$ cat src/include/rvcpu_cfg.svh
// rvcpu configuration macros
`ifndef RVCPU_CFG_SVH
`define RVCPU_CFG_SVH

// reset pc, also the base of both memories
`define PC_START 64'h0000_0000_8000_0000

// addi x0, x0, 0
`define INST_NOP 32'h0000_0013

// major opcodes of the supported subset
`define OPC_OP     7'b0110011
`define OPC_OP_IMM 7'b0010011
`define OPC_LUI    7'b0110111
`define OPC_LOAD   7'b0000011
`define OPC_STORE  7'b0100011
`define OPC_BRANCH 7'b1100011
`define OPC_JAL    7'b1101111
`endif

$ cat src/design/rvcpu_pkg.sv
// rvcpu shared types
`default_nettype none

package rvcpu_pkg;

	typedef logic [63:0] xlen_t;
	typedef logic [31:0] inst_t;
	typedef logic [4:0]  reg_addr_t;
	typedef logic [7:0]  byte_en_t;

	typedef enum logic [2:0] {
		ALU_ADD,
		ALU_SUB,
		ALU_AND,
		ALU_OR,
		ALU_XOR,
		ALU_SLT,
		ALU_PASS_B
	} alu_op_e;

	// where an execute operand comes from
	typedef enum logic [1:0] {
		FWD_RF,
		FWD_ME,
		FWD_WB
	} fwd_sel_e;

	typedef struct packed {
		logic  valid;
		xlen_t pc;
		inst_t inst;
	} if_id_t;

	typedef struct packed {
		xlen_t     pc;
		reg_addr_t rs1_addr;
		reg_addr_t rs2_addr;
		xlen_t     rs1_data;
		xlen_t     rs2_data;
		xlen_t     imm;
		alu_op_e   alu_op;
		logic      op2_imm;
		logic      branch;
		logic      branch_ne;
		logic      jump;
		logic      mem_rena;
		logic      mem_wena;
		byte_en_t  byte_en;
		logic      load_un;
		logic      rd_wena;
		reg_addr_t rd_addr;
	} id_ex_t;

	typedef struct packed {
		xlen_t     alu_result;
		xlen_t     store_data;
		logic      mem_rena;
		logic      mem_wena;
		byte_en_t  byte_en;
		logic      load_un;
		logic      rd_wena;
		reg_addr_t rd_addr;
	} ex_me_t;

	typedef struct packed {
		xlen_t     wdata;
		logic      rd_wena;
		reg_addr_t rd_addr;
	} me_wb_t;

endpackage

`default_nettype wire

$ cat src/design/fetch_stage.sv
// instruction fetch stage
`timescale 1ns/1ps
`default_nettype none
`include "rvcpu_cfg.svh"

module fetch_stage (
	input  logic                clk,
	input  logic                rst_n,
	input  logic                stall,
	input  logic                redirect,
	input  rvcpu_pkg::xlen_t    redirect_pc,
	input  rvcpu_pkg::xlen_t    inst_rdata,
	output rvcpu_pkg::xlen_t    inst_addr,
	output logic                inst_ena,
	output rvcpu_pkg::if_id_t   if_id
);

	rvcpu_pkg::xlen_t pc;
	rvcpu_pkg::inst_t inst;

	// word index into the instruction memory
	assign inst_addr = (pc - `PC_START) >> 3;
	// no new fetch needed while the pipe front is held
	assign inst_ena = ~stall;
	// pc bit 2 picks the upper or lower half of the word
	assign inst = pc[2] ? inst_rdata[63:32] : inst_rdata[31:0];

	always_ff @(posedge clk or negedge rst_n) begin
		if (!rst_n) begin
			pc <= `PC_START;
			if_id <= '{valid: 1'b0, pc: '0, inst: `INST_NOP};
		end else if (redirect) begin
			pc <= redirect_pc;
			if_id <= '{valid: 1'b0, pc: '0, inst: `INST_NOP};
		end else if (!stall) begin
			pc <= pc + 64'd4;
			if_id <= '{valid: 1'b1, pc: pc, inst: inst};
		end
	end

endmodule

`default_nettype wire

$ cat config.mk
export PLATFORM = sky130hd
export DESIGN_NAME = fetch_stage
export DESIGN_NICKNAME = d
export VERILOG_FILES = /design/src/design/rvcpu_pkg.sv /design/src/design/fetch_stage.sv
export VERILOG_INCLUDE_DIRS = /design/src /design/src/include
export SDC_FILE = /design/constraint.sdc
export NUM_CORES = 1
export LEC_CHECK = 0
export BUFFER_PORTS_ARGS = -buffer_cell sky130_fd_sc_hd__buf_2
export CAP_MARGIN = 15
export CORE_MARGIN = 2
export CORE_UTILIZATION = 45
export DETAILED_ROUTE_END_ITERATION = 12
export HOLD_SLACK_MARGIN = 0.15
export PLACE_DENSITY_LB_ADDON = 0.3
export SETUP_SLACK_MARGIN = 0.3
export SLEW_MARGIN = 5
export SYNTH_ARGS = -nofsm -noshare
export SYNTH_HDL_FRONTEND = slang
export SYNTH_SLANG_ARGS = --single-unit
$ cat constraint.sdc
create_clock -name clk -period 2.7 [get_ports clk]
set_input_delay 0.135 -clock clk [delete_from_list [all_inputs] [get_ports clk]]
set_output_delay 0.135 -clock clk [all_outputs]
set_load 0.01 [all_outputs]
; Word-level counts from Yosys, hierarchy flattened
; Cells that the tools add are included.
[totals]
reg_bits = 161
latch_bits = 0
ram_bits = 0
rom_bits = 0
inputBits = 132
out_inout_bits = 162
elab_cells = 13
mem_count = 0
[classes]
addsub = 2
mul = 0
div = 0
magnitude_cmp = 0
eq_ne = 1
shifts = 0
n_mux = 5
n_bitwise = 1
reduce_logical = 0
[op_table]
columns = operator, count
row1 = $mux W97, 2
row2 = $mux W64, 2
row3 = $add A64 B3 Y64 const B, 1
row4 = $sub A64 B32 Y64 const B, 1
row5 = $mux W32, 1
row6 = $ne A2 B1 Y1 const B, 1
row7 = $not A1 Y1, 1

; Longest topological paths before layout
[logic_depth]
depth_word = 3
ltp_mapped = 8
depth_no_buf = 7

; Worst setup path before layout
; OpenSTA, ideal clock, no wires.
[synth_path]
path_kind = register -> output
startpoint = register pc[47]
endpoint = output port inst_addr[50]
t_arrival_ns = 2.337
t_required_ns = 2.565
setup_slack_ns = 0.228
path_stages_with_launch = 8
path_buffers = 2
path_cell_list = dfrtp_1 -> clkbuf_1 -> or4_1 -> or3_1 -> clkbuf_1 -> or3_1 -> nor3_1 -> xor2_1
[synth_via]
elab_chain_cells = 1
[synth_lines]
columns = element, line
row1 = from (decl), fetch_stage.sv:18  ; rvcpu_pkg::xlen_t pc;
row2 = from (signal assigned), fetch_stage.sv:30  ; pc <= `PC_START;
row3 = from (signal assigned), fetch_stage.sv:33  ; pc <= redirect_pc;
row4 = from (signal assigned), fetch_stage.sv:36  ; pc <= pc + 64'd4;
row5 = $sub A64 B32 Y64 (no line), n/a
row6 = to (decl), fetch_stage.sv:13  ; output rvcpu_pkg::xlen_t inst_addr,
; Every way passes these cells.

; Worst setup path in the final report
[layout_path]
startpoint = register pc[46]
endpoint = output port inst_addr[50]
; The elaborated chain is that of the path after synthesis.

==> impl_metrics.csv <==
group,metric,value,unit
worst_hold_path,min_path_type,"in -> async",
routing,num_vias,9189,
routing,first_pass_iters,6,
placed_design,place_hpwl,19400,microns
synth,synth_top_area_cell,"dfrtp_1",
grt,use_met2,48.0,%
power,p_per_area,531,nW/um^2
finish,post-route-util,67.9,%
job,max_cap_violations,0,
power,pwr-share-clk,38.1,%
grt,overflow,0,
power,p_leak,6.34,nW
synth,synth_warnings,0,
floorplan,ios,294,
synth,synth-seq-cells,161,
sta,finalSetupViolCount,1,
sta,clock_skew,8.22,ps
routing,drt_iter0_markers,798,
synth,synth_area_leaders,"dfrtp_1 (44%), mux2i_1 (11%), nor2_1 (6.6%)",
grt,grt_use_met1,36.0,%
setup_path,endpoint_kind,"output port",
sta,fin_crit_sh,101,%
floorplan,fp.dieH,145,microns
routing,viasPerCell,5.47,
clocking,root_buffer,"clkbuf_16",
setup_path,startpoint_type,"flop",
placed_design,placed_cells,1476,
sta,drv_slew,0,
floorplan,die_w,145,microns
routing,drc,0,
floorplan,core-area,19500,sq um
power,pwr-share-seq,40.5,%
finish,finalNonFillerCells,1679,
outcome,status,"finished with violations",
grt,grt_pass1_vias,9242,
sta,tightest_slew,887,ps
clocking,clk-insertion-delay-late,440,ps
finish,fin_nets,1534,
floorplan,die-area,21000,sq um
power,vdd_drop_max,448,uV
power,p_sw_share,30.1,%
clocking,htree_levels,4,
power,power.net_switching,2.11,mW
sta,fmax,366,MHz
sta,rsz0062_at_grt,"true",
sta,finalWorstSetupSlack,-33.0,ps
sta,max_slew_margin,40.8,%
setup_path,worstPathMaxFanout,4,
placed_design,portBuffers,290,
synth,yosysTopAreaCellShare,43.9,%
sta,post-route-min-period,2730,ps
synth,ys.flop_type,"dfrtp_1",
clocking,cts_buffers,17,
sta,finalHoldViolCount,0,
power,internal_power,4.91,mW
clocking,cts_sinks,161,
routing,wl,30700,microns
grt,grt_first_pass_wirelength,48500,microns
floorplan,rows,51,
placed_design,dp_slack,219,ps
finish,syn2layout_area_growth,47.8,%
synth,yosysSeqAreaShare,45.1,%
synth,syn-cell-area,8940,sq um
placed_design,gp_congestion,0.955,
synth,syn_area_per_cell,9.05,sq um
grt,grt_max_degree,85,
finish,drive_above_1_share,33.6,%
outcome,failed_checks,"setup timing",
grt,grt_most_used_layer,"met2",
setup_path,crit_arrival,2600,ps
setup_path,worstPathRequired,2570,ps
grt,grt_usage,28.7,%
clocking,cts_tree,"done",
clocking,clk_pin_slew,70,ps
sta,hold_ws,277,ps
grt,antenna_found_initial,2,
clocking,clockBufferDepth,2,
routing,ant_nets,0,
synth,synth_cell_type_count,45,
setup_path,path_class,"reg -> out",
power,combPwrFrac,21.4,%
routing,routedWlPerCell,18.3,microns
synth,synth_edf_count,0,
grt,use_met3,5.79,%
floorplan,start_util,46.0,%
power,total_power,7.02,mW
synth,async_flop_share,100,%
synth,syn_inst,988,
==> power by group through the flow <==
stage               registers, mW  logic (mW)  clock network (mW)
floorplan                    2.82       0.744                   0
global placement             2.87        1.18                   0
detailed placement           2.87        1.19                   0
CTS                          2.83        1.43                2.69
global route                 2.87        1.64                2.81
finish                       2.85        1.50                2.67
==> synthesized netlist by cell type, types with 5 or more instances <==
cell      count
mux2i_1      98
and3_1       10
nand2_1      86
dfrtp_1     157
nor2_1      158
buf_4        31
a31oi_1      15
xnor2_1      32
buf_1        16
a21oi_1      31
nand3_1      36
nor2b_1       5
inv_1         6
nor4_1       24
or3_1        12
o21ai_0      52
nor3_1       18
or4_1        13
xor2_1       39
mux2_2        5
nand4_1      33
clkbuf_1     59
o31ai_1       9
and4_1        5
==> critical path, stage by stage, from the launching register on <==
cell	delay (ps)
dfrtp_1	380
or4_4	540
or3_4	390
or3_4	380
nor3_2	150
xor2_1	170
buf_2	150
==> per-stage QoR <==
stage	area (sq um)	TNS, ps
finish	13200	-33.0
global route	13200	-280
CTS	12900	-7.57
detailed placement	10600	0
global placement	10600	0
floorplan	8970	0
==> timing repair <==
item / CTS / global route
endpoints found under the setup margin: 24 / 38
pin swaps: 11 / 14
buffers inserted: 12 / 18
hold buffers: 139 / 0
resized for setup: 45 / 37
gates cloned: 0 / 0
endpoints found under the hold margin: 178 / 0
==> cells in the final DEF, fill, tap and decap left out, types with 6 or more instances in the layout <==
master | Yosys | final
mux2i_1 | 98 | 98
nand2_1 | 86 | 81
nor3_1 | 18 | 12
buf_4 | 31 | 59
nand3_1 | 36 | 32
or4_1 | 13 | 9
dfrtp_1 | 157 | 140
inv_1 | 6 | 6
buf_2 | 2 | 287
inv_6 | 0 | 8
buf_6 | 0 | 11
a21oi_1 | 31 | 31
clkbuf_16 | 0 | 17
nor2_1 | 158 | 156
o31ai_1 | 9 | 8
xnor2_2 | 0 | 6
nor4_1 | 24 | 14
xor2_1 | 39 | 37
dfrtp_2 | 0 | 17
and3_1 | 10 | 9
dlygate4sd3_1 | 0 | 139
a31oi_1 | 15 | 15
xnor2_1 | 32 | 26
nand4_1 | 33 | 33
o21ai_0 | 52 | 51
nor4_4 | 0 | 6
or3_1 | 12 | 9
==> sequential cells by signal, summed over array words and instances (netlist names) <==
signal,cells
pc,64
if_id,97
==> cells by family after synthesis <==
family	after synthesis	synth area share (%)
adder cells (fa/ha/maj)	3	0.420
flip-flops	161	45.1
AO/OA/AOI/OAI	111	6.80
multiplexers	103	11.6
XOR/XNOR	71	6.95
other	1	0.0419
buffers and inverters	115	6.15
AND/OR/NAND/NOR	423	22.9
==> worst paths after layout <==
path	start	endpoint	slack [ps]	depth (start not counted)
max	pc[46]	inst_addr[50]	-30	6
max in group asynchronous	rst_n	if_id[8]	1560	3
min reg2reg	pc[1]	pc[1]	510	1
min	rst_n	if_id[49]	280	2
max reg2reg	pc[9]	pc[55]	340	5
min in group clk	redirect_pc[29]	pc[29]	450	4
==> per-layer routing <==
| layer | vias to the layer above | wire (microns) |
|---|---|---|
| met5 | - | 0 |
| met4 | 0 | 1220 |
| met3 | 101 | 2130 |
| met2 | 420 | 15000 |
| met1 | 4439 | 12300 |
| li1 | 4229 | - |
==> final cells by class <==
cell class,instances,area (sq um)
Inverter,7,26.3
Timing Repair Buffer,498,3430
Antenna cell,2,5.00
Clock buffer,17,425
Clock inverter,15,215
Multi-Input combinational cell,714,4730
Sequential cell,161,4060
Fill cell,1468,6240
Tap cell,265,332
No activity file was read; power rests on OpenSTA's default activity.
