==> src/include/rvcpu_cfg.svh <==
// rvcpu configuration macros
`ifndef RVCPU_CFG_SVH
`define RVCPU_CFG_SVH

// reset pc, also the base of both memories
`define PC_START 64'h0000_0000_8000_0000

// addi x0, x0, 0
`define INST_NOP 32'h0000_0013

// major opcodes of the supported subset
`define OPC_OP     7'b0110011
`define OPC_OP_IMM 7'b0010011
`define OPC_LUI    7'b0110111
`define OPC_LOAD   7'b0000011
`define OPC_STORE  7'b0100011
`define OPC_BRANCH 7'b1100011
`define OPC_JAL    7'b1101111
`endif

==> src/design/rvcpu_pkg.sv <==
// rvcpu shared types
`default_nettype none

package rvcpu_pkg;

	typedef logic [63:0] xlen_t;
	typedef logic [31:0] inst_t;
	typedef logic [4:0]  reg_addr_t;
	typedef logic [7:0]  byte_en_t;

	typedef enum logic [2:0] {
		ALU_ADD,
		ALU_SUB,
		ALU_AND,
		ALU_OR,
		ALU_XOR,
		ALU_SLT,
		ALU_PASS_B
	} alu_op_e;

	// where an execute operand comes from
	typedef enum logic [1:0] {
		FWD_RF,
		FWD_ME,
		FWD_WB
	} fwd_sel_e;

	typedef struct packed {
		logic  valid;
		xlen_t pc;
		inst_t inst;
	} if_id_t;

	typedef struct packed {
		xlen_t     pc;
		reg_addr_t rs1_addr;
		reg_addr_t rs2_addr;
		xlen_t     rs1_data;
		xlen_t     rs2_data;
		xlen_t     imm;
		alu_op_e   alu_op;
		logic      op2_imm;
		logic      branch;
		logic      branch_ne;
		logic      jump;
		logic      mem_rena;
		logic      mem_wena;
		byte_en_t  byte_en;
		logic      load_un;
		logic      rd_wena;
		reg_addr_t rd_addr;
	} id_ex_t;

	typedef struct packed {
		xlen_t     alu_result;
		xlen_t     store_data;
		logic      mem_rena;
		logic      mem_wena;
		byte_en_t  byte_en;
		logic      load_un;
		logic      rd_wena;
		reg_addr_t rd_addr;
	} ex_me_t;

	typedef struct packed {
		xlen_t     wdata;
		logic      rd_wena;
		reg_addr_t rd_addr;
	} me_wb_t;

endpackage

`default_nettype wire

==> src/design/hazard_unit.sv <==
// load-use stall and operand forwarding
`timescale 1ns/1ps
`default_nettype none

module hazard_unit (
	input  rvcpu_pkg::id_ex_t     id_ex,
	input  rvcpu_pkg::ex_me_t     ex_me,
	input  rvcpu_pkg::me_wb_t     me_wb,
	input  rvcpu_pkg::reg_addr_t  rs1_addr,
	input  rvcpu_pkg::reg_addr_t  rs2_addr,
	input  logic                  rs1_used,
	input  logic                  rs2_used,
	output logic                  stall,
	output rvcpu_pkg::fwd_sel_e   rs1_sel,
	output rvcpu_pkg::fwd_sel_e   rs2_sel
);

	// youngest producer wins, MEM before WB
	function automatic rvcpu_pkg::fwd_sel_e pick(input rvcpu_pkg::reg_addr_t src,
		input rvcpu_pkg::ex_me_t me, input rvcpu_pkg::me_wb_t wb);
		if (src != '0 && me.rd_wena && me.rd_addr == src)
			pick = rvcpu_pkg::FWD_ME;
		else if (src != '0 && wb.rd_wena && wb.rd_addr == src)
			pick = rvcpu_pkg::FWD_WB;
		else
			pick = rvcpu_pkg::FWD_RF;
	endfunction

	// load data is not ready until MEM, hold decode one cycle
	assign stall = id_ex.mem_rena && id_ex.rd_addr != '0 &&
		((rs1_used && rs1_addr == id_ex.rd_addr) || (rs2_used && rs2_addr == id_ex.rd_addr));

	assign rs1_sel = pick(id_ex.rs1_addr, ex_me, me_wb);
	assign rs2_sel = pick(id_ex.rs2_addr, ex_me, me_wb);

endmodule

`default_nettype wire

==> config.mk <==
export PLATFORM = sky130hd
export DESIGN_NAME = hazard_unit
export DESIGN_NICKNAME = d
export VERILOG_FILES = /design/src/include/rvcpu_cfg.svh /design/src/design/rvcpu_pkg.sv /design/src/design/hazard_unit.sv
export SDC_FILE = /design/constraint.sdc
export NUM_CORES = 1
export LEC_CHECK = 0
export BUFFER_PORTS_ARGS = -buffer_cell sky130_fd_sc_hd__buf_2
export CAP_MARGIN = 20
export CORE_AREA = 2 2 205 207
export DETAILED_ROUTE_END_ITERATION = 7
export DIE_AREA = 0 0 207 209
export PLACE_DENSITY = 0.3
export REMOVE_ABC_BUFFERS = 1
export SYNTH_ARGS = -nofsm -noshare
export SYNTH_HDL_FRONTEND = slang
export SYNTH_SLANG_ARGS = --single-unit
==> constraint.sdc <==
create_clock -name vclk -period 1.5
set_input_delay 0.225 -clock vclk [all_inputs]
set_output_delay 0.225 -clock vclk [all_outputs]
set_load 0.005 [all_outputs]
# Word-level counts from Yosys, hierarchy flattened
# Cells that the tools add are included.
[word_totals]
reg_bits = 0
out_inout_bits = 5
in_bits = 517
elab_cells = 26
[op_classes]
reduce_logical = 16
eq_ne = 6
mux = 4
[ops]
columns = ["op", "n"]
rows = [
  ["$eq 5x5->1", 6],
  ["$reduce_bool 5->1", 3],
  ["$logic_and 1x1->1", 12],
  ["$mux 2", 4],
  ["$logic_or 1x1->1", 1],
]

# Logic depth before layout (Yosys ltp)
# Gate-level depths: netlist of run 1.
[logic_depth]
word_depth = 5
ltp_mapped = 4
ltp_nobuf = 4

# Worst setup path before layout of run 1
# No wires, ideal clock.
[synth_timing]
kind = "input port to output port"
startpoint = "input id_ex[222] in the netlist's numbering"
endpoint = "output rs1_sel[1]"
setup_slack_ns = 0.079
path_buffers = 0
required_time_ns = 1.275
arrival_time_ns = 1.196
path_stages = 4
path_cell_list = "or4_4 > nor2_4 > nor4_2 > nor4_2"
[synth_between]
elab_chain_len = 5
word_cells_on_any_way = 9
cone_classes = "eq/ne (2); mux (2); reduce/logical (5)"
[synth_lines]
columns = ["item", "line_no", "rtl"]
rows = [
  ["start: declaration", "hazard_unit.sv:6", "input rvcpu_pkg::id_ex_t id_ex,"],
  ["$reduce_bool 5->1", "hazard_unit.sv:21, hazard_unit.sv:23", ""],
  ["$logic_and 1x1->1 (2 in a row)", "hazard_unit.sv:23", "else if (src != '0 && wb.rd_wena && wb.rd_addr == src)"],
  ["$mux 2", "hazard_unit.sv:23", ""],
  ["$mux 2 *", "hazard_unit.sv:21", "if (src != '0 && me.rd_wena && me.rd_addr == src)"],
  ["end: declaration", "hazard_unit.sv:14", "output rvcpu_pkg::fwd_sel_e rs1_sel,"],
]
# Mark *: on every way between the ends. The rest lies on a longest branch, timed or not.

# Worst setup path in the final report of run 1
# Same ends and word-level chain as after synthesis.

==> metrics.md, run 1 <==
| Metric | Value |
|---|---|
| Layout cells sized above 1 | 0.6147 |
| Final wirelength | 1629 µm |
| Crit path max fanout | 2 |
| Register area share after synthesis | 0 |
| Pint | 112.3 µW |
| # port buffers | 45 |
| # nets final | 628 |
| Placed cell area | 1420 µm² |
| Via count | 564 |
| Sw frac | 0.4432 |
| P_sw | 89.35 µW |
| HP Class | input pin to primary output |
| Starting Density | 0.01042 |
| Failing checks | setup timing |
| Final setup viols | 3 |
| Critical Path RT | 1.27 ns |
| Seq pwr share | 0 |
| Vias in the first global route | 549 |
| Seq_cells | 0 |
| CP cell instances | buf_6, or4_4, nor2_4, nor4_4, nor4_2, buf_2 |
| Critical path data arrival time | 1.44 ns |
| Final Hold Fails | 0 |
| Worst ir drop on vdd | 63.43 µV |
| Iter 0 DRT Violations | 8 |
| Antenna diodes | 0 |
| Die Area | 43260 µm² |
| Row count | 75 |
| Post-DRT Antenna Nets | 0 |
| Top cells by area, synth | xnor2_1 (37%), xor2_1 (24%), nor4_2 (12%) |
| Area Overhead vs Synth | 238.1% |
| Status | finished with violations |
| Filler cells | 4934 |
| RSZ-0062 raised after global routing | yes |
| Nature of the critical path endpoint | primary output |
| Fmax achieved | 601.6 MHz |
| Setup TNS | -0.3252 ns |
| Tmin final | 1.662 ns |
| Worst setup path class | input pin to primary output |
| Synth cell count leaders | xnor2_1 (18), xor2_1 (12), nand4_1 (4), nor4_2 (4) |
| Worst setup SP type | input pin |
| Gr ovfl total | 0 |
| Clock power share | 0 |
| Number of clock buffers in the layout | 0 |
| Post-DP HPWL | 1595 µm |
| Fin. max-slew vios | 0 |
| Largest net degree at the start of global routing | 4 |
| Combinational fraction of design power | 1.000 |
| Mapped cell area | 430.4 µm² |
| Netlist cell types | 12 |
| Slowest stage delay, CP | 0.53 ns |
| Routed len/inst | 2.514 µm |
| Final Instance Area | 1455 µm² |
| DR DRC count | 0 |
| Final WS setup | -0.1621 ns |
| Mean post-synth cell area | 8.439 µm² |
| First-pass GRT wire length | 2497 µm |
| Pre-CTS setup slack | -0.1798 ns |
| Reg area | 0 µm² |
| Pwr Density | 138.6 nW/µm² |
| CP max-delay cell | or4_4 |
| Core area | 41290 µm² |
| Tcrit/Tclk final | 1.108 |
| Slew @ Worst Pin | 0.2707 ns |
| Leading area contributor after synthesis | xnor2_1 |
| Slew HR | 0.8180 |
| Synth top area share | 0.3663 |
| Synth Warn # | 0 |
| DR pass1 iterations | 2 |
| Via density | 0.8704 |
| Ports | 522 |
| Die W | 207 µm |
| Buffers and inverters on the worst path | 2 |
| Initial antenna violation count | 0 |
| Max Cap Viol | 0 |
| Cts hold-fix bufs | 0 |
| Die height | 209 µm |
| Most numerous cell in the Yosys netlist | xnor2_1 |
| Delay-heaviest family, CP | simple AND/OR/NAND/NOR gates |
| Overall Global Routing Usage | 0.006779 |
| Leakage | 0.0003673 µW |
| Final Wtd Congestion | 0.6472 |
| Post-Syn Instances | 51 |
timing repair:
action,in CTS,in global routing
setup buffers,1,1
setup endpoints to repair,4,3
hold endpoints to repair,0,0
gates resized for setup,1,3
cells in the final DEF, fill, tap and decap left out:
master   count
xnor2_1     18
nor4_4       1
buf_2       43
a21oi_1      1
buf_4       13
or4_1        1
nor4_1       1
o21ai_0      1
nor4_2       4
nand2_1      2
nor2_4       2
buf_6        2
nand3_1      2
xor2_1      12
nand4_1      4
or4_4        2
cell type report:
class	count	area (µm²)	share of cell area
well taps	539	674.4	0.4635
multi-input cells	51	445.4	0.3061
repair buffers	58	335.3	0.2304
final timing paths:
check                 startpoint          to  slack (ns)  depth (start not counted)
worst max-delay path  id_ex[222]  rs1_sel[1]       -0.16                          6
worst min-delay path   id_ex[16]       stall        0.76                          4
tightest hold or removal path: cells and delay by family:
| family | cells | cell delay, ns |
|---|---|---|
| buf+inv | 2 | 0.21 |
| compound gates | 2 | 0.10 |
power groups by stage:
stage | clock [µW] | combinational, µW | sequential [µW]
final | 0 | 202 | 0
after CTS | 0 | 200 | 0
after global routing | 0 | 223 | 0
after floorplan | 0 | 81.2 | 0
after global placement | 0 | 200 | 0
after detailed placement | 0 | 196 | 0
routing by layer:
layer | part of all wire | GRT usage | vias to the layer above
met4 | 0 | 0 | 0
met3 | 0.041 | 0 | 0
met1 | 0.37 | 0.007937 | 246
met5 | 0 | 0 | -
li1 | - | - | 300
met2 | 0.59 | 0.01437 | 18
cell families after synthesis:
group | after synthesis | synth area share
XOR/XNOR | 30 | 0.6105
AND/OR/NAND/NOR | 19 | 0.3663
AO/OA/AOI/OAI | 2 | 0.02323
metrics by stage:
stage / std cells / utilization / total power [µW] / hold slack [ns]
floorplan: 51 / - / 81.22 / 0.5443
global placement: 647 / 0.03439 / 199.6 / 0.7664
detailed placement: 647 / 0.03439 / 195.9 / 0.7595
CTS: 648 / 0.03473 / 199.6 / 0.7600
global route: 648 / 0.03524 / 222.5 / 0.7676
finish: 648 / 0.03524 / 201.6 / 0.7579
(Power assumes the default switching activity.)
==> run 2, diff against run 1 <==
- SETUP_SLACK_MARGIN: unset -> 0.15
==> metrics.md, run 2 (synthesis results as in run 1) <==
| Metric | Value |
|---|---|
| Initial antenna violation count | 0 (unchanged) |
| Most common cell after layout, fill and taps aside | buf_2 |
| Seq_cells | 0 (unchanged) |
| Critical Path RT | 1.27 ns (about the same) |
| Area Overhead vs Synth | 247.7% |
| Filler cells | 4931 (-0.061%) |
| # port buffers | 45 (unchanged) |
| Via count | 567 (+0.53%) |
| Reg area | 0 µm² (unchanged) |
| Most frequent cells in the layout | buf_2 (40), xnor2_1 (18), buf_4 (13) |
| Buffers and inverters on the worst path | 2 (unchanged) |
| Die W | 207 µm (unchanged) |
| Crit. path cell count | 6 (unchanged) |
| Vias in the first global route | 557 (+1.5%) |
| Slowest stage delay, CP | 0.53 ns (about the same) |
| Starting Density | 0.01042 (unchanged) |
| Max Cap Viol | 0 (unchanged) |
| Die Area | 43260 µm² (unchanged) |
| Overall Global Routing Usage | 0.006843 (+0.00006439) |
| RSZ-0062 raised after global routing | yes |
| Cts hold-fix bufs | 0 (unchanged) |
| Status | finished with violations |
| Tmin final | 1.662 ns (+0.0001460 ns) |
| Post-DRT Antenna Nets | 0 (unchanged) |
| Largest net degree at the start of global routing | 4 (unchanged) |
| Tcrit/Tclk final | 1.108 (about the same) |
| Worst setup path class | input pin to primary output |
| Routed len/inst | 2.550 µm (+1.4%) |
| Worst setup SP type | input pin |
| Pwr Density | 141.0 nW/µm² (+1.7%) |
| Slew @ Worst Pin | 0.2707 ns (unchanged) |
| Fin. max-slew vios | 0 (unchanged) |
| Final Hold Fails | 0 (unchanged) |
| Worst ir drop on vdd | 63.68 µV (+0.40%) |
| HP Class | input pin to primary output |
| Delay-heaviest family, CP | simple AND/OR/NAND/NOR gates |
| First-pass GRT wire length | 2518 µm (+0.84%) |
| Final WS setup | -0.1623 ns (-0.0001460 ns) |
| Iter 0 DRT Violations | 6 (-2) |
| Die height | 209 µm (unchanged) |
| Nature of the critical path endpoint | primary output |
| Leakage | 0.0003824 µW (+4.1%) |
| Slew HR | 0.8180 (unchanged) |
| CP cell instances | buf_6, or4_4, nor2_4, nor4_4, nor4_2, buf_2 |
| Final Wtd Congestion | 0.6472 (unchanged) |
| Placed insts | 647 (unchanged) |
| Critical path data arrival time | 1.44 ns (about the same) |
| Fmax achieved | 601.6 MHz (about the same) |
| CP max-delay cell | or4_4 |
| Row count | 75 (unchanged) |
| DR pass1 iterations | 2 (unchanged) |
| Final setup viols | 3 (unchanged) |
| Layout cells sized above 1 | 0.6273 (+0.01259) |
| Antenna diodes | 0 (unchanged) |
| Ports | 522 (unchanged) |
| DR DRC count | 0 (unchanged) |
| Final wirelength | 1655 µm (+1.6%) |
| Hold path depth | 4 (unchanged) |
| Via density | 0.8737 (+0.38%) |
| Hold_ws | 0.7626 ns (+0.004618 ns) |
| Final non-filler cell total | 649 (+0.15%) |
| Post-DP HPWL | 1595 µm (unchanged) |
| Core area | 41290 µm² (unchanged) |
| # nets final | 629 (+0.16%) |
| Crit path max fanout | 2 (unchanged) |
| Failing checks | setup timing |
| Gr ovfl total | 0 (unchanged) |
| Number of clock buffers in the layout | 0 (unchanged) |
## run 2: changes by cell type in the layout (fill, tap and decap cells not counted)
cell,change
buf_2,-3
xor2_2,+1
o21ai_0,-1
o21ai_1,+1
buf_6,+3
buf_8,+1
xor2_1,-1
## run 2: where the power goes
group,leakage (µW),switching (µW),internal [µW]
Sequential,0,0,0
Combinational,0.000382,91.0,120
Clock,0,0,0
Total,0.000382,91.0,120
## run 2: tightest hold or removal path: stages
cell     delay, ns
buf_2         0.09
o21ai_1       0.06
a21oi_1       0.04
buf_2         0.12
## run 2: repair_timing
item	CTS	global route
resized for setup	7	5
setup endpoints to repair	5	5
setup buffers	1	1
cloned	0	0
hold endpoints to repair	0	0
pin swaps	5	0
## run 2: layer usage
| layer | up-vias | routed length [µm] | track usage |
|---|---|---|---|
| met2 | 18 | 978 | 0.01471 |
| li1 | 301 | - | - |
| met3 | 0 | 67 | 0 |
| met1 | 248 | 610 | 0.007847 |
| met5 | - | 0 | 0 |
| met4 | 0 | 0 | 0 |
## run 2: final timing paths
kind              startpoint          to  slack, ns
hold / removal     id_ex[16]       stall       0.76
setup / recovery  id_ex[222]  rs1_sel[1]      -0.16
## run 2: cell type report
type               count  area [µm²]  area share
well taps            539       674.4      0.4507
multi-input cells     51       452.9      0.3027
repair buffers        59       369.1      0.2467
## run 2: through the flow
stage | utilization | TNS (ns) | setup slack (ns) | power [µW] | instance area (µm²)
floorplan | - | 0 | 0.07894 | 81.22 | 430.4
global placement | 0.03439 | -0.3700 | -0.1878 | 199.6 | 1420
detailed placement | 0.03439 | -0.3705 | -0.1798 | 195.9 | 1420
CTS | 0.03536 | -0.3471 | -0.1815 | 206.6 | 1460
global route | 0.03624 | -0.5788 | -0.2306 | 231.7 | 1496
finish | 0.03624 | -0.4254 | -0.1623 | 210.9 | 1496
