`config.mk`:
```
export PLATFORM = sky130hd
export DESIGN_NAME = decode_stage
export DESIGN_NICKNAME = d
export VERILOG_FILES = /design/src/design/rvcpu_pkg.sv /design/src/design/decode_stage.sv
export VERILOG_INCLUDE_DIRS = /design/src /design/src/include
export SDC_FILE = /design/constraint.sdc
export NUM_CORES = 1
export LEC_CHECK = 0
export BUFFER_PORTS_ARGS = -buffer_cell sky130_fd_sc_hd__buf_2
export CORE_AREA = 2 2 207 209
export DETAILED_ROUTE_END_ITERATION = 10
export DIE_AREA = 0 0 209 211
export HOLD_SLACK_MARGIN = 0.06
export SLEW_MARGIN = 25
export SYNTH_ARGS = -nofsm -noshare
export SYNTH_HDL_FRONTEND = slang
export SYNTH_SLANG_ARGS = --single-unit
export TNS_END_PERCENT = 20
```
`constraint.sdc`:
```
create_clock -name clk -period 1.2 [get_ports clk]
set_input_delay 0.12 -clock clk [delete_from_list [all_inputs] [get_ports clk]]
set_output_delay 0.12 -clock clk [all_outputs]
set_load 0.005 [all_outputs]
```
`src/include/rvcpu_cfg.svh`:
```
// rvcpu configuration macros
`ifndef RVCPU_CFG_SVH
`define RVCPU_CFG_SVH

// reset pc, also the base of both memories
`define PC_START 64'h0000_0000_8000_0000

// addi x0, x0, 0
`define INST_NOP 32'h0000_0013

// major opcodes of the supported subset
`define OPC_OP     7'b0110011
`define OPC_OP_IMM 7'b0010011
`define OPC_LUI    7'b0110111
`define OPC_LOAD   7'b0000011
`define OPC_STORE  7'b0100011
`define OPC_BRANCH 7'b1100011
`define OPC_JAL    7'b1101111
`endif

```
`src/design/rvcpu_pkg.sv`:
```
// rvcpu shared types
`default_nettype none

package rvcpu_pkg;

	typedef logic [63:0] xlen_t;
	typedef logic [31:0] inst_t;
	typedef logic [4:0]  reg_addr_t;
	typedef logic [7:0]  byte_en_t;

	typedef enum logic [2:0] {
		ALU_ADD,
		ALU_SUB,
		ALU_AND,
		ALU_OR,
		ALU_XOR,
		ALU_SLT,
		ALU_PASS_B
	} alu_op_e;

	// where an execute operand comes from
	typedef enum logic [1:0] {
		FWD_RF,
		FWD_ME,
		FWD_WB
	} fwd_sel_e;

	typedef struct packed {
		logic  valid;
		xlen_t pc;
		inst_t inst;
	} if_id_t;

	typedef struct packed {
		xlen_t     pc;
		reg_addr_t rs1_addr;
		reg_addr_t rs2_addr;
		xlen_t     rs1_data;
		xlen_t     rs2_data;
		xlen_t     imm;
		alu_op_e   alu_op;
		logic      op2_imm;
		logic      branch;
		logic      branch_ne;
		logic      jump;
		logic      mem_rena;
		logic      mem_wena;
		byte_en_t  byte_en;
		logic      load_un;
		logic      rd_wena;
		reg_addr_t rd_addr;
	} id_ex_t;

	typedef struct packed {
		xlen_t     alu_result;
		xlen_t     store_data;
		logic      mem_rena;
		logic      mem_wena;
		byte_en_t  byte_en;
		logic      load_un;
		logic      rd_wena;
		reg_addr_t rd_addr;
	} ex_me_t;

	typedef struct packed {
		xlen_t     wdata;
		logic      rd_wena;
		reg_addr_t rd_addr;
	} me_wb_t;

endpackage

`default_nettype wire

```
`src/design/decode_stage.sv`:
```
// instruction decode stage
`timescale 1ns/1ps
`default_nettype none
`include "rvcpu_cfg.svh"

module decode_stage (
	input  logic                  clk,
	input  logic                  rst_n,
	input  rvcpu_pkg::if_id_t     if_id,
	input  logic                  stall,
	input  logic                  redirect,
	output rvcpu_pkg::reg_addr_t  rs1_addr,
	output rvcpu_pkg::reg_addr_t  rs2_addr,
	output logic                  rs1_used,
	output logic                  rs2_used,
	input  rvcpu_pkg::xlen_t      rs1_data,
	input  rvcpu_pkg::xlen_t      rs2_data,
	output rvcpu_pkg::id_ex_t     id_ex
);

	rvcpu_pkg::inst_t  inst;
	rvcpu_pkg::id_ex_t dec;
	logic [2:0]        funct3;

	assign inst = if_id.inst;
	assign funct3 = inst[14:12];
	assign rs1_addr = inst[19:15];
	assign rs2_addr = inst[24:20];

	always_comb begin
		dec = '0;
		rs1_used = 1'b0;
		rs2_used = 1'b0;
		dec.pc = if_id.pc;
		dec.rs1_data = rs1_data;
		dec.rs2_data = rs2_data;
		dec.rd_addr = inst[11:7];
		// sd/ld move a full word, sb/lbu one byte
		dec.byte_en = (funct3[1:0] == 2'b11) ? 8'hff : 8'h01;
		dec.load_un = funct3[2];
		if (if_id.valid) begin
			case (inst[6:0])
				`OPC_OP: begin
					rs1_used = 1'b1;
					rs2_used = 1'b1;
					dec.rd_wena = 1'b1;
					case (funct3)
						3'b111: dec.alu_op = rvcpu_pkg::ALU_AND;
						3'b110: dec.alu_op = rvcpu_pkg::ALU_OR;
						3'b100: dec.alu_op = rvcpu_pkg::ALU_XOR;
						3'b010: dec.alu_op = rvcpu_pkg::ALU_SLT;
						default: dec.alu_op = inst[30] ? rvcpu_pkg::ALU_SUB : rvcpu_pkg::ALU_ADD;
					endcase
				end
				`OPC_OP_IMM, `OPC_LOAD: begin
					rs1_used = 1'b1;
					dec.rd_wena = 1'b1;
					dec.op2_imm = 1'b1;
					dec.mem_rena = (inst[6:0] == `OPC_LOAD);
					dec.imm = {{52{inst[31]}}, inst[31:20]};
				end
				`OPC_LUI: begin
					dec.rd_wena = 1'b1;
					dec.op2_imm = 1'b1;
					dec.alu_op = rvcpu_pkg::ALU_PASS_B;
					dec.imm = {{32{inst[31]}}, inst[31:12], 12'b0};
				end
				`OPC_STORE: begin
					rs1_used = 1'b1;
					rs2_used = 1'b1;
					dec.mem_wena = 1'b1;
					dec.op2_imm = 1'b1;
					dec.imm = {{52{inst[31]}}, inst[31:25], inst[11:7]};
				end
				`OPC_BRANCH: begin
					rs1_used = 1'b1;
					rs2_used = 1'b1;
					dec.branch = 1'b1;
					dec.branch_ne = funct3[0];
					dec.imm = {{51{inst[31]}}, inst[31], inst[7], inst[30:25], inst[11:8], 1'b0};
				end
				`OPC_JAL: begin
					dec.rd_wena = 1'b1;
					dec.jump = 1'b1;
					dec.imm = {{43{inst[31]}}, inst[31], inst[19:12], inst[20], inst[30:21], 1'b0};
				end
				default: ;
			endcase
		end
		// unused sources read as x0 so they never match a forward
		dec.rs1_addr = rs1_used ? rs1_addr : '0;
		dec.rs2_addr = rs2_used ? rs2_addr : '0;
	end

	always_ff @(posedge clk or negedge rst_n) begin
		if (!rst_n)
			id_ex <= '0;
		else if (stall || redirect)
			id_ex <= '0;
		else
			id_ex <= dec;
	end

endmodule

`default_nettype wire

```
== Yosys cells after proc, flatten, opt, wreduce, memory -nomap -nowiden ==
Cells that the tools add are included.

* Eq/ne operators: 12
* Multiplexer cells: 20
* Reductions and logical operators: 6

{| class="wikitable"
|+ Operators with widths
! operator !! count
|-
| one-hot mux 64 bit (5 select lines) || 1
|-
| two-way mux 290 bit || 1
|-
| two-way mux 73 bit || 1
|-
| equality test 7 x 6 -> 1 bit, second input constant || 3
|-
| equality test 7 bit, second input constant || 2
|-
| one-hot mux 3 bit (4 select lines) || 1
|-
| two-way mux 1 bit || 11
|-
| two-way mux 5 bit || 2
|-
| OR reduction 5 bit || 2
|-
| equality test 3 bit, second input constant || 3
|-
| two-way mux 8 bit || 1
|-
| equality test 7 x 2 -> 1 bit, second input constant || 1
|-
| equality test 7 x 5 -> 1 bit, second input constant || 1
|-
| one-hot mux 3 bit (2 select lines) || 1
|-
| OR reduction 4 bit || 1
|-
| equality test 3 x 2 -> 1 bit, second input constant || 1
|-
| OR reduction 3 bit || 1
|-
| equality test 2 bit, second input constant || 1
|-
| two-way mux 2 bit || 1
|-
| OR reduction 2 bit || 1
|-
| logical OR 1 bit || 1
|}

* Bits in registers: 290
* Output and inout port bits: 302

== Longest topological paths before layout ==
Gate-level depths: netlist (run 1).

* Depth after elaboration: 6
* Depth in mapped cells: 6
* Gate-level depth less buffers: 4

== Least setup slack after synthesis (run 1) ==
OpenSTA, ideal clock, no wires.

* Path type: input port to flip-flop
* From: input if_id[2] in the netlist's numbering
* To: register id_ex[44] in the netlist's numbering
* Data arrival time: 1.087 ns
* Setup slack: -0.011 ns
* Cell stages on the path: 6
* Buffers on the path: 2
* Path through: buf_2 > and3_1 > o311a_1 > o221ai_2 > buf_4 > a21oi_1

* Cells in the longest elaborated chain, start to end: 5

{| class="wikitable"
|+ Ends and longest elaborated chain
! element !! RTL line !! text
|-
| from (decl) || decode_stage.sv:9 || <nowiki>input rvcpu_pkg::if_id_t if_id,</nowiki>
|-
| equality test 7 x 2 -> 1 bit / equality test 7 x 5 -> 1 bit (equally long branches) || decode_stage.sv:42 || <nowiki>case (inst[6:0])</nowiki>
|-
| OR reduction 2 bit || n/a ||
|-
| one-hot mux 64 bit (5 select lines) * || decode_stage.sv:42 ||
|-
| two-way mux 73 bit * || decode_stage.sv:41 || <nowiki>if (if_id.valid) begin</nowiki>
|-
| two-way mux 290 bit * || decode_stage.sv:98 || <nowiki>else if (stall || redirect)</nowiki>
|-
| to (signal assigned) || decode_stage.sv:97 || <nowiki>id_ex <= '0;</nowiki>
|-
| to (signal assigned) || decode_stage.sv:99 || <nowiki>id_ex <= '0;</nowiki>
|-
| to (signal assigned) || decode_stage.sv:101 || <nowiki>id_ex <= dec;</nowiki>
|-
| to (decl) || decode_stage.sv:18 || <nowiki>output rvcpu_pkg::id_ex_t id_ex</nowiki>
|}

Every way passes the cells marked *; elsewhere a longest branch is shown, timed or not.

==> metrics.md, run 1 <==
| Metric | Value |
|---|---|
| Type of the worst min-delay path | `primary input to register` |
| CTS H-tree depth | `1` |
| Largest cells by area after synthesis | `dfrtp_1 71%, and2_1 15%, buf_4 4.3%` |
| Leakage power summed over all cells | `8.51 nW` |
| Number of buffers created by CTS | `28` |
| Global-route total usage across every layer | `14.7%` |
| Die Span Y | `211 um` |
| Antenna Nets Post-Route | `0` |
| TritonCTS clock tree | `yes` |
| Clock-pin slew reported for the worst setup and hold paths after clock tree synthesis | `0.06 ns` |
| Uppermost metal layer occupied by signal nets | `met4` |
| Clock network fraction of total power | `43.4%` |
| Area grow syn2layout | `77.1%` |
| Top Registers | `id_ex (252)` |
| Register with the most flip-flops | `id_ex` |
| Max-cap violations | `0` |
| Period minus WS final | `1.43 ns` |
| Routed length on met1 | `13,900 um` |
| Sw power | `4.44 mW` |
| Per-cell routed wire length | `17.1 um` |
| Cell chosen for the clock root | `clkbuf_16` |
| Final setup violation count | `53` |
| Routed length on met2 | `17,600 um` |
| Pre-CTS WS | `-0.146 ns` |
| Synthesized net count | `888` |
| Drt initial violations | `523` |
| Share of flip-flops with an asynchronous set or reset after synthesis | `100%` |
| Number of pins exceeding their max-slew limit in the final report | `0` |
| Achievable frequency | `0.701 GHz` |
| Nets | `1,662` |
| Routed length on met3 | `1720 um` |
| Final wirelength | `34,100 um` |
| Routability-driven placement congestion ratio | `0.852` |
| Setup repair after global routing missed its margin | `true` |
| Area leader, netlist | `dfrtp_1` |
| Measured slew at the worst slew-check pin | `0.422 ns` |
| Sum Neg Setup Slack | `-8.74 ns` |
| Initial antenna violation count | `5` |
| Top fanout value on the critical path | `33` |
| Final HPWL from detailed placement | `24,300 um` |
| Detailed-route via count | `7,738` |
| Switching share of power | `22.8%` |
| Crit Path Class | `register to output pin` |
| Violated checks | `setup timing` |
| Global-route wire length before repair | `49,300 um` |
| Req. time, crit path | `1.08 ns` |
| Via/cell ratio | `3.87` |
| Share of cells above drive strength 1 | `46.7%` |
| Min-Delay Path Depth | `4` |
| Worst endpoint data arrival time | `1.31 ns` |
| Vias in the first global route | `8,304` |
| DRC violations left | `0` |
| Rel. slew slack | `71.9%` |
| Number of core rows | `75` |
| Dominant synthesized flop cell | `dfrtp_1` |
| Unique masters post-synth | `42` |
| Worst path setup slack after routing | `-0.226 ns` |
| Worst setup EP type | `output pin` |
| Total number of yosys warnings | `0` |
| Area of the core | `0.0418 mm2` |
| Worst supply voltage drop on vdd | `0.541 mV` |
| Input/output buffers | `530` |
| Bufs on Longest Clock Path | `3` |
| Num Clock Sinks | `252` |
| Post-CTS repair timing setup buffer count | `0` |
| CP Launch Type | `register` |
| Combinational cell fraction of total power | `11.2%` |
| Sequential share of power | `45.4%` |
| Final worst-path cycle share | `119%` |
| Synth Register Bits | `252` |
| Total internal power | `15.0 mW` |
| Max reg flops | `252` |
| Synth Cell Area | `0.00891 mm2` |
| Total global routing overflow | `0` |
| Horizontal die dimension | `209 um` |
| Pin count of the biggest net entering global routing | `54` |
| Sequential fraction of the synthesis area | `70.8%` |
| Die Area | `0.0441 mm2` |
| Status | `complete, but fails checks` |
| Starting utilization of the core area | `21.3%` |
| Power after layout | `19.5 mW` |
| Number of enable flip-flop cells after synthesis | `0` |
| Gate Count Post-Synth | `659` |
| IO Count | `531` |
| Share of the synthesized area in the top cell type | `70.8%` |
| Post-Syn Area per Cell | `13.5 um2` |
| Detailed Routing Iterations Pass 1 | `4` |
| PwrDens | `1230 mW/mm2` |
| Number of hold violations in the final report | `0` |
path summary, 6_finish.rpt:
path                           start   endpoint  slack, ns
max                        id_ex[86]  id_ex[66]      -0.23
min                            stall  id_ex[31]       0.10
max in group asynchronous      rst_n  id_ex[13]       0.09
min in group asynchronous      rst_n   id_ex[4]       0.57
per-stage QoR:
step,std cells,cell area (um2),utilization [%],hold WS (ns)
floorplan,659,8920,-,-0.176
global placement,1711,12400,29.6,0.00198
detailed placement,1711,12400,29.6,-0.00111
CTS,1991,15600,37.4,0.0529
global route,1994,15800,37.8,0.0987
finish,1997,15800,37.8,0.103
synth_stat cells (2+ instances only):
cell	n
buf_2	5
and2_1	209
nor4_1	3
buf_6	2
nand2_1	28
dfrtp_1	252
nor2_1	10
clkbuf_1	22
a21oi_1	6
and3_1	10
buf_4	51
a21oi_2	19
xnor2_1	2
nor3_1	5
a22o_1	4
inv_1	2
nand4_1	2
a21o_1	2
o21a_1	2
worst max-delay path: stages (launching register included):
cell	delay, ns
dfrtp_1	0.41
buf_12	0.19
buf_2	0.14
power by group through the flow:
stage | Combinational (mW) | Sequential [mW] | Clock (mW)
6_report | 2.17 | 8.83 | 8.45
5_1_grt | 2.36 | 8.85 | 9.07
4_1_cts | 2.15 | 8.83 | 8.72
3_5_place_dp | 1.54 | 8.98 | 0
3_3_place_gp | 1.53 | 8.98 | 0
2_1_floorplan | 0.385 | 9.02 | 0
cells in the final DEF (no fill, tap or decap), types with 2 or more instances in the layout:
cell and instances:
a21o_1 2, a21oi_1 6, nand2_2 6, buf_2 508
buf_6 20, inv_1 2, dlymetal6s4s_1 2, buf_16 2
clkbuf_1 10, dfrtp_2 5, nor2_1 9, and2_1 209
buf_12 9, nor4_1 2, bufinv_16 2, clkbuf_8 2
clkinvlp_4 6, buf_4 53, nand2_1 22, nand4_1 2
nor3_1 5, xnor2_1 2, a21oi_2 20, diode_2 4
and3_1 10, clkbuf_16 30, a22o_1 4, o21a_1 2
dfrtp_1 247, dlygate4sd3_1 227
logic make-up after synthesis:
group	count (synthesis)	synth area share [%]
buffers and inverters	82	5.84
XOR/XNOR	2	0.197
flip-flops	252	70.8
AND/OR/NAND/NOR	283	19.5
AO/OA/AOI/OAI	40	3.71
per-layer routing:
metal,vias up,global-route usage [%]
li1,3584,-
met1,3823,17.7
met2,271,26.2
met3,60,2.75
met4,0,5.27
met5,-,0
repair_timing:
item | CTS | global route
resized for setup | 10 | 30
pin swaps | 0 | 7
hold endpoints to repair | 500 | 1
hold buffers | 229 | 1
cloned | 0 | 2
endpoints found under the setup margin | 95 | 309
layout make-up:
cell class	count	area (um2)
Multi-Input combinational cell	326	2130
Sequential cell	252	6310
Fill cell	3974	26000
Inverter	2	7.51
Clock buffer	41	791
Clock inverter	10	119
Timing Repair Buffer	823	5730
Tap cell	539	674
Antenna cell	4	10.0
Note: power is estimated with default switching activity, not from simulation.
==> run 2, diff against run 1 <==
--- a/config.mk
+++ b/config.mk
@@ -11,6 +11,7 @@
 export DETAILED_ROUTE_END_ITERATION = 10
 export DIE_AREA = 0 0 209 211
 export HOLD_SLACK_MARGIN = 0.06
+export PLACE_DENSITY_LB_ADDON = 0.12
 export SLEW_MARGIN = 25
 export SYNTH_ARGS = -nofsm -noshare
 export SYNTH_HDL_FRONTEND = slang
==> metrics.md, run 2 (synthesis gave the netlist of run 1 again) <==
| Metric | Value |
|---|---|
| Total global routing overflow | `0 (unchanged)` |
| Commonest cells after routing, fill and taps aside | `496 x buf_2, 252 x dfrtp_1, 230 x dlygate4sd3_1 (was 508 x buf_2, 247 x dfrtp_1, 227 x dlygate4sd3_1)` |
| Number of core rows | `75 (unchanged)` |
| Global-route wire length before repair | `50,400 um (was 49,300 um)` |
| Layout fillers | `4,156 (was 3,974)` |
| Nets | `1,659 (was 1,662)` |
| CP Launch Type | `register (unchanged)` |
| Crit Path Class | `register to output pin (unchanged)` |
| Worst path setup slack after routing | `-0.204 ns (was -0.226 ns)` |
| Vias in the first global route | `8,139 (was 8,304)` |
| Req. time, crit path | `1.08 ns (about the same)` |
| Type of the worst min-delay path | `primary input to asynchronous set/reset pin (was primary input to register)` |
| Hold buffers post-CTS | `230 (was 229)` |
| Horizontal die dimension | `209 um (unchanged)` |
| Input/output buffers | `530 (unchanged)` |
| Detailed-route via count | `7,563 (was 7,738)` |
| Period minus WS final | `1.40 ns (was 1.43 ns)` |
| Per-cell routed wire length | `17.2 um (was 17.1 um)` |
| CTS H-tree depth | `1 (unchanged)` |
| Number of hold violations in the final report | `0 (unchanged)` |
| Cell chosen for the clock root | `clkbuf_16 (unchanged)` |
| Bufs on Longest Clock Path | `3 (unchanged)` |
| Number of pins exceeding their max-slew limit in the final report | `0 (unchanged)` |
| Final setup violation count | `47 (was 53)` |
| Drt initial violations | `269 (was 523)` |
| IO Count | `531 (unchanged)` |
| Max-cap violations | `0 (unchanged)` |
| Share of cells above drive strength 1 | `46.5% (was 46.7%)` |
| Pre-CTS WS | `-0.179 ns (was -0.146 ns)` |
| Final HPWL from detailed placement | `25,200 um (was 24,300 um)` |
| Detailed Routing Iterations Pass 1 | `4 (unchanged)` |
| Via/cell ratio | `3.80 (was 3.87)` |
| Starting utilization of the core area | `21.3% (unchanged)` |
| Power after layout | `21.1 mW (was 19.5 mW)` |
| Measured slew at the worst slew-check pin | `0.403 ns (was 0.422 ns)` |
| Routability-driven placement congestion ratio | `0.757 (was 0.852)` |
| Global-route total usage across every layer | `15.1% (was 14.7%)` |
| Leakage power summed over all cells | `8.59 nW (was 8.51 nW)` |
| Most common library cell in the layout ignoring fill and taps | `buf_2 (unchanged)` |
| Achievable frequency | `0.712 GHz (was 0.701 GHz)` |
| Status | `complete, but fails checks (unchanged)` |
| Die Area | `0.0441 mm2 (unchanged)` |
| Setup repair after global routing missed its margin | `true (unchanged)` |
| Fin Hold WS | `0.0244 ns (was 0.103 ns)` |
| Area of the core | `0.0418 mm2 (unchanged)` |
| TritonCTS clock tree | `yes (unchanged)` |
| Number of placed instances, taps included | `1,704 (was 1,711)` |
| Initial antenna violation count | `0 (was 5)` |
| Final worst-path cycle share | `117% (was 119%)` |
| Worst endpoint data arrival time | `1.28 ns (was 1.31 ns)` |
| DRC violations left | `0 (unchanged)` |
| Final Instance Count excl. Fillers | `1,992 (was 1,997)` |
| Pin count of the biggest net entering global routing | `97 (was 54)` |
| Max reg flops | `252 (unchanged)` |
| Violated checks | `setup timing (unchanged)` |
| Worst supply voltage drop on vdd | `0.795 mV (was 0.541 mV)` |
| Area grow syn2layout | `79.2% (was 77.1%)` |
| Worst setup EP type | `output pin (unchanged)` |
| Clock-pin slew reported for the worst setup and hold paths after clock tree synthesis | `0.06 ns (about the same)` |
| Die Span Y | `211 um (unchanged)` |
| Number of antenna diodes | `0 (was 4)` |
| Top fanout value on the critical path | `33 (unchanged)` |
| Rel. slew slack | `73.1% (was 71.9%)` |
| Register with the most flip-flops | `id_ex (unchanged)` |
| Antenna Nets Post-Route | `0 (unchanged)` |
| Top Registers | `id_ex (252) (unchanged)` |
| PwrDens | `1320 mW/mm2 (was 1230 mW/mm2)` |
| Num Clock Sinks | `252 (unchanged)` |
| Number of buffers created by CTS | `30 (was 28)` |
| Final wirelength | `34,400 um (was 34,100 um)` |
[run 2: cell types whose count changed in the layout (fill, tap and decap cells not counted), sizes merged]
cell,change
dlygate4sd3,+3
clkbuf,-4
diode,-4
clkinvlp,-5
buf,-4
clkinv,+6
bufinv,+5
dlymetal6s4s,-2
[run 2: per-layer routing]
layer,track usage (%),up-vias,part of all wire (%)
li1,-,3567,-
met1,17.2,3700,39
met2,28.4,260,53
met3,3.49,36,5.8
met4,3.89,0,1.8
met5,0,-,0
[run 2: final timing paths]
kind / start / slack (ns) / endpoint
worst min-delay path: rst_n / 0.02 / id_ex[127]
min in group clk: if_id[6] / 0.09 / id_ex[42]
worst max-delay path: id_ex[86] / -0.20 / id_ex[64]
max in group asynchronous: rst_n / 0.51 / id_ex[122]
[run 2: repair_timing]
item,CTS,global route
setup buffers,0,2
cloned,0,1
endpoints found under the hold margin,504,18
resized for setup,26,14
pin swaps,0,2
setup endpoints to repair,212,256
[run 2: final cells by class]
cell class              count  area [um2]  area share, %
flip-flops and latches    252        6310           39.5
repair buffers            818        5740           36.0
multi-input cells         326        2130           13.3
clock buffers              39         846           5.30
well taps                 539         674           4.22
clock inverters            16         262           1.64
inverters                   2        7.51         0.0470
[run 2: worst max-delay path, stage by stage (launching register included)]
cell,delay (ns)
dfrtp_1,0.41
buf_12,0.17
buf_2,0.13
[run 2: where the power goes]
group / internal (mW) / leakage (nW) / switching (mW)
Combinational: 1.25 / 4.63 / 0.911
Sequential: 8.76 / 3.42 / 0.0702
Clock: 6.44 / 0.546 / 3.72
Total: 16.4 / 8.59 / 4.70
[run 2: metrics by stage]
step	TNS, ns	cell area, um2	util, %
3_5_place_dp	-4.99	12300	29.5
6_report	-7.08	16000	38.2
2_1_floorplan	-0.00789	8920	-
4_1_cts	-11.48	15900	38.0
3_3_place_gp	-4.56	12300	29.5
5_1_grt	-13.38	16000	38.2
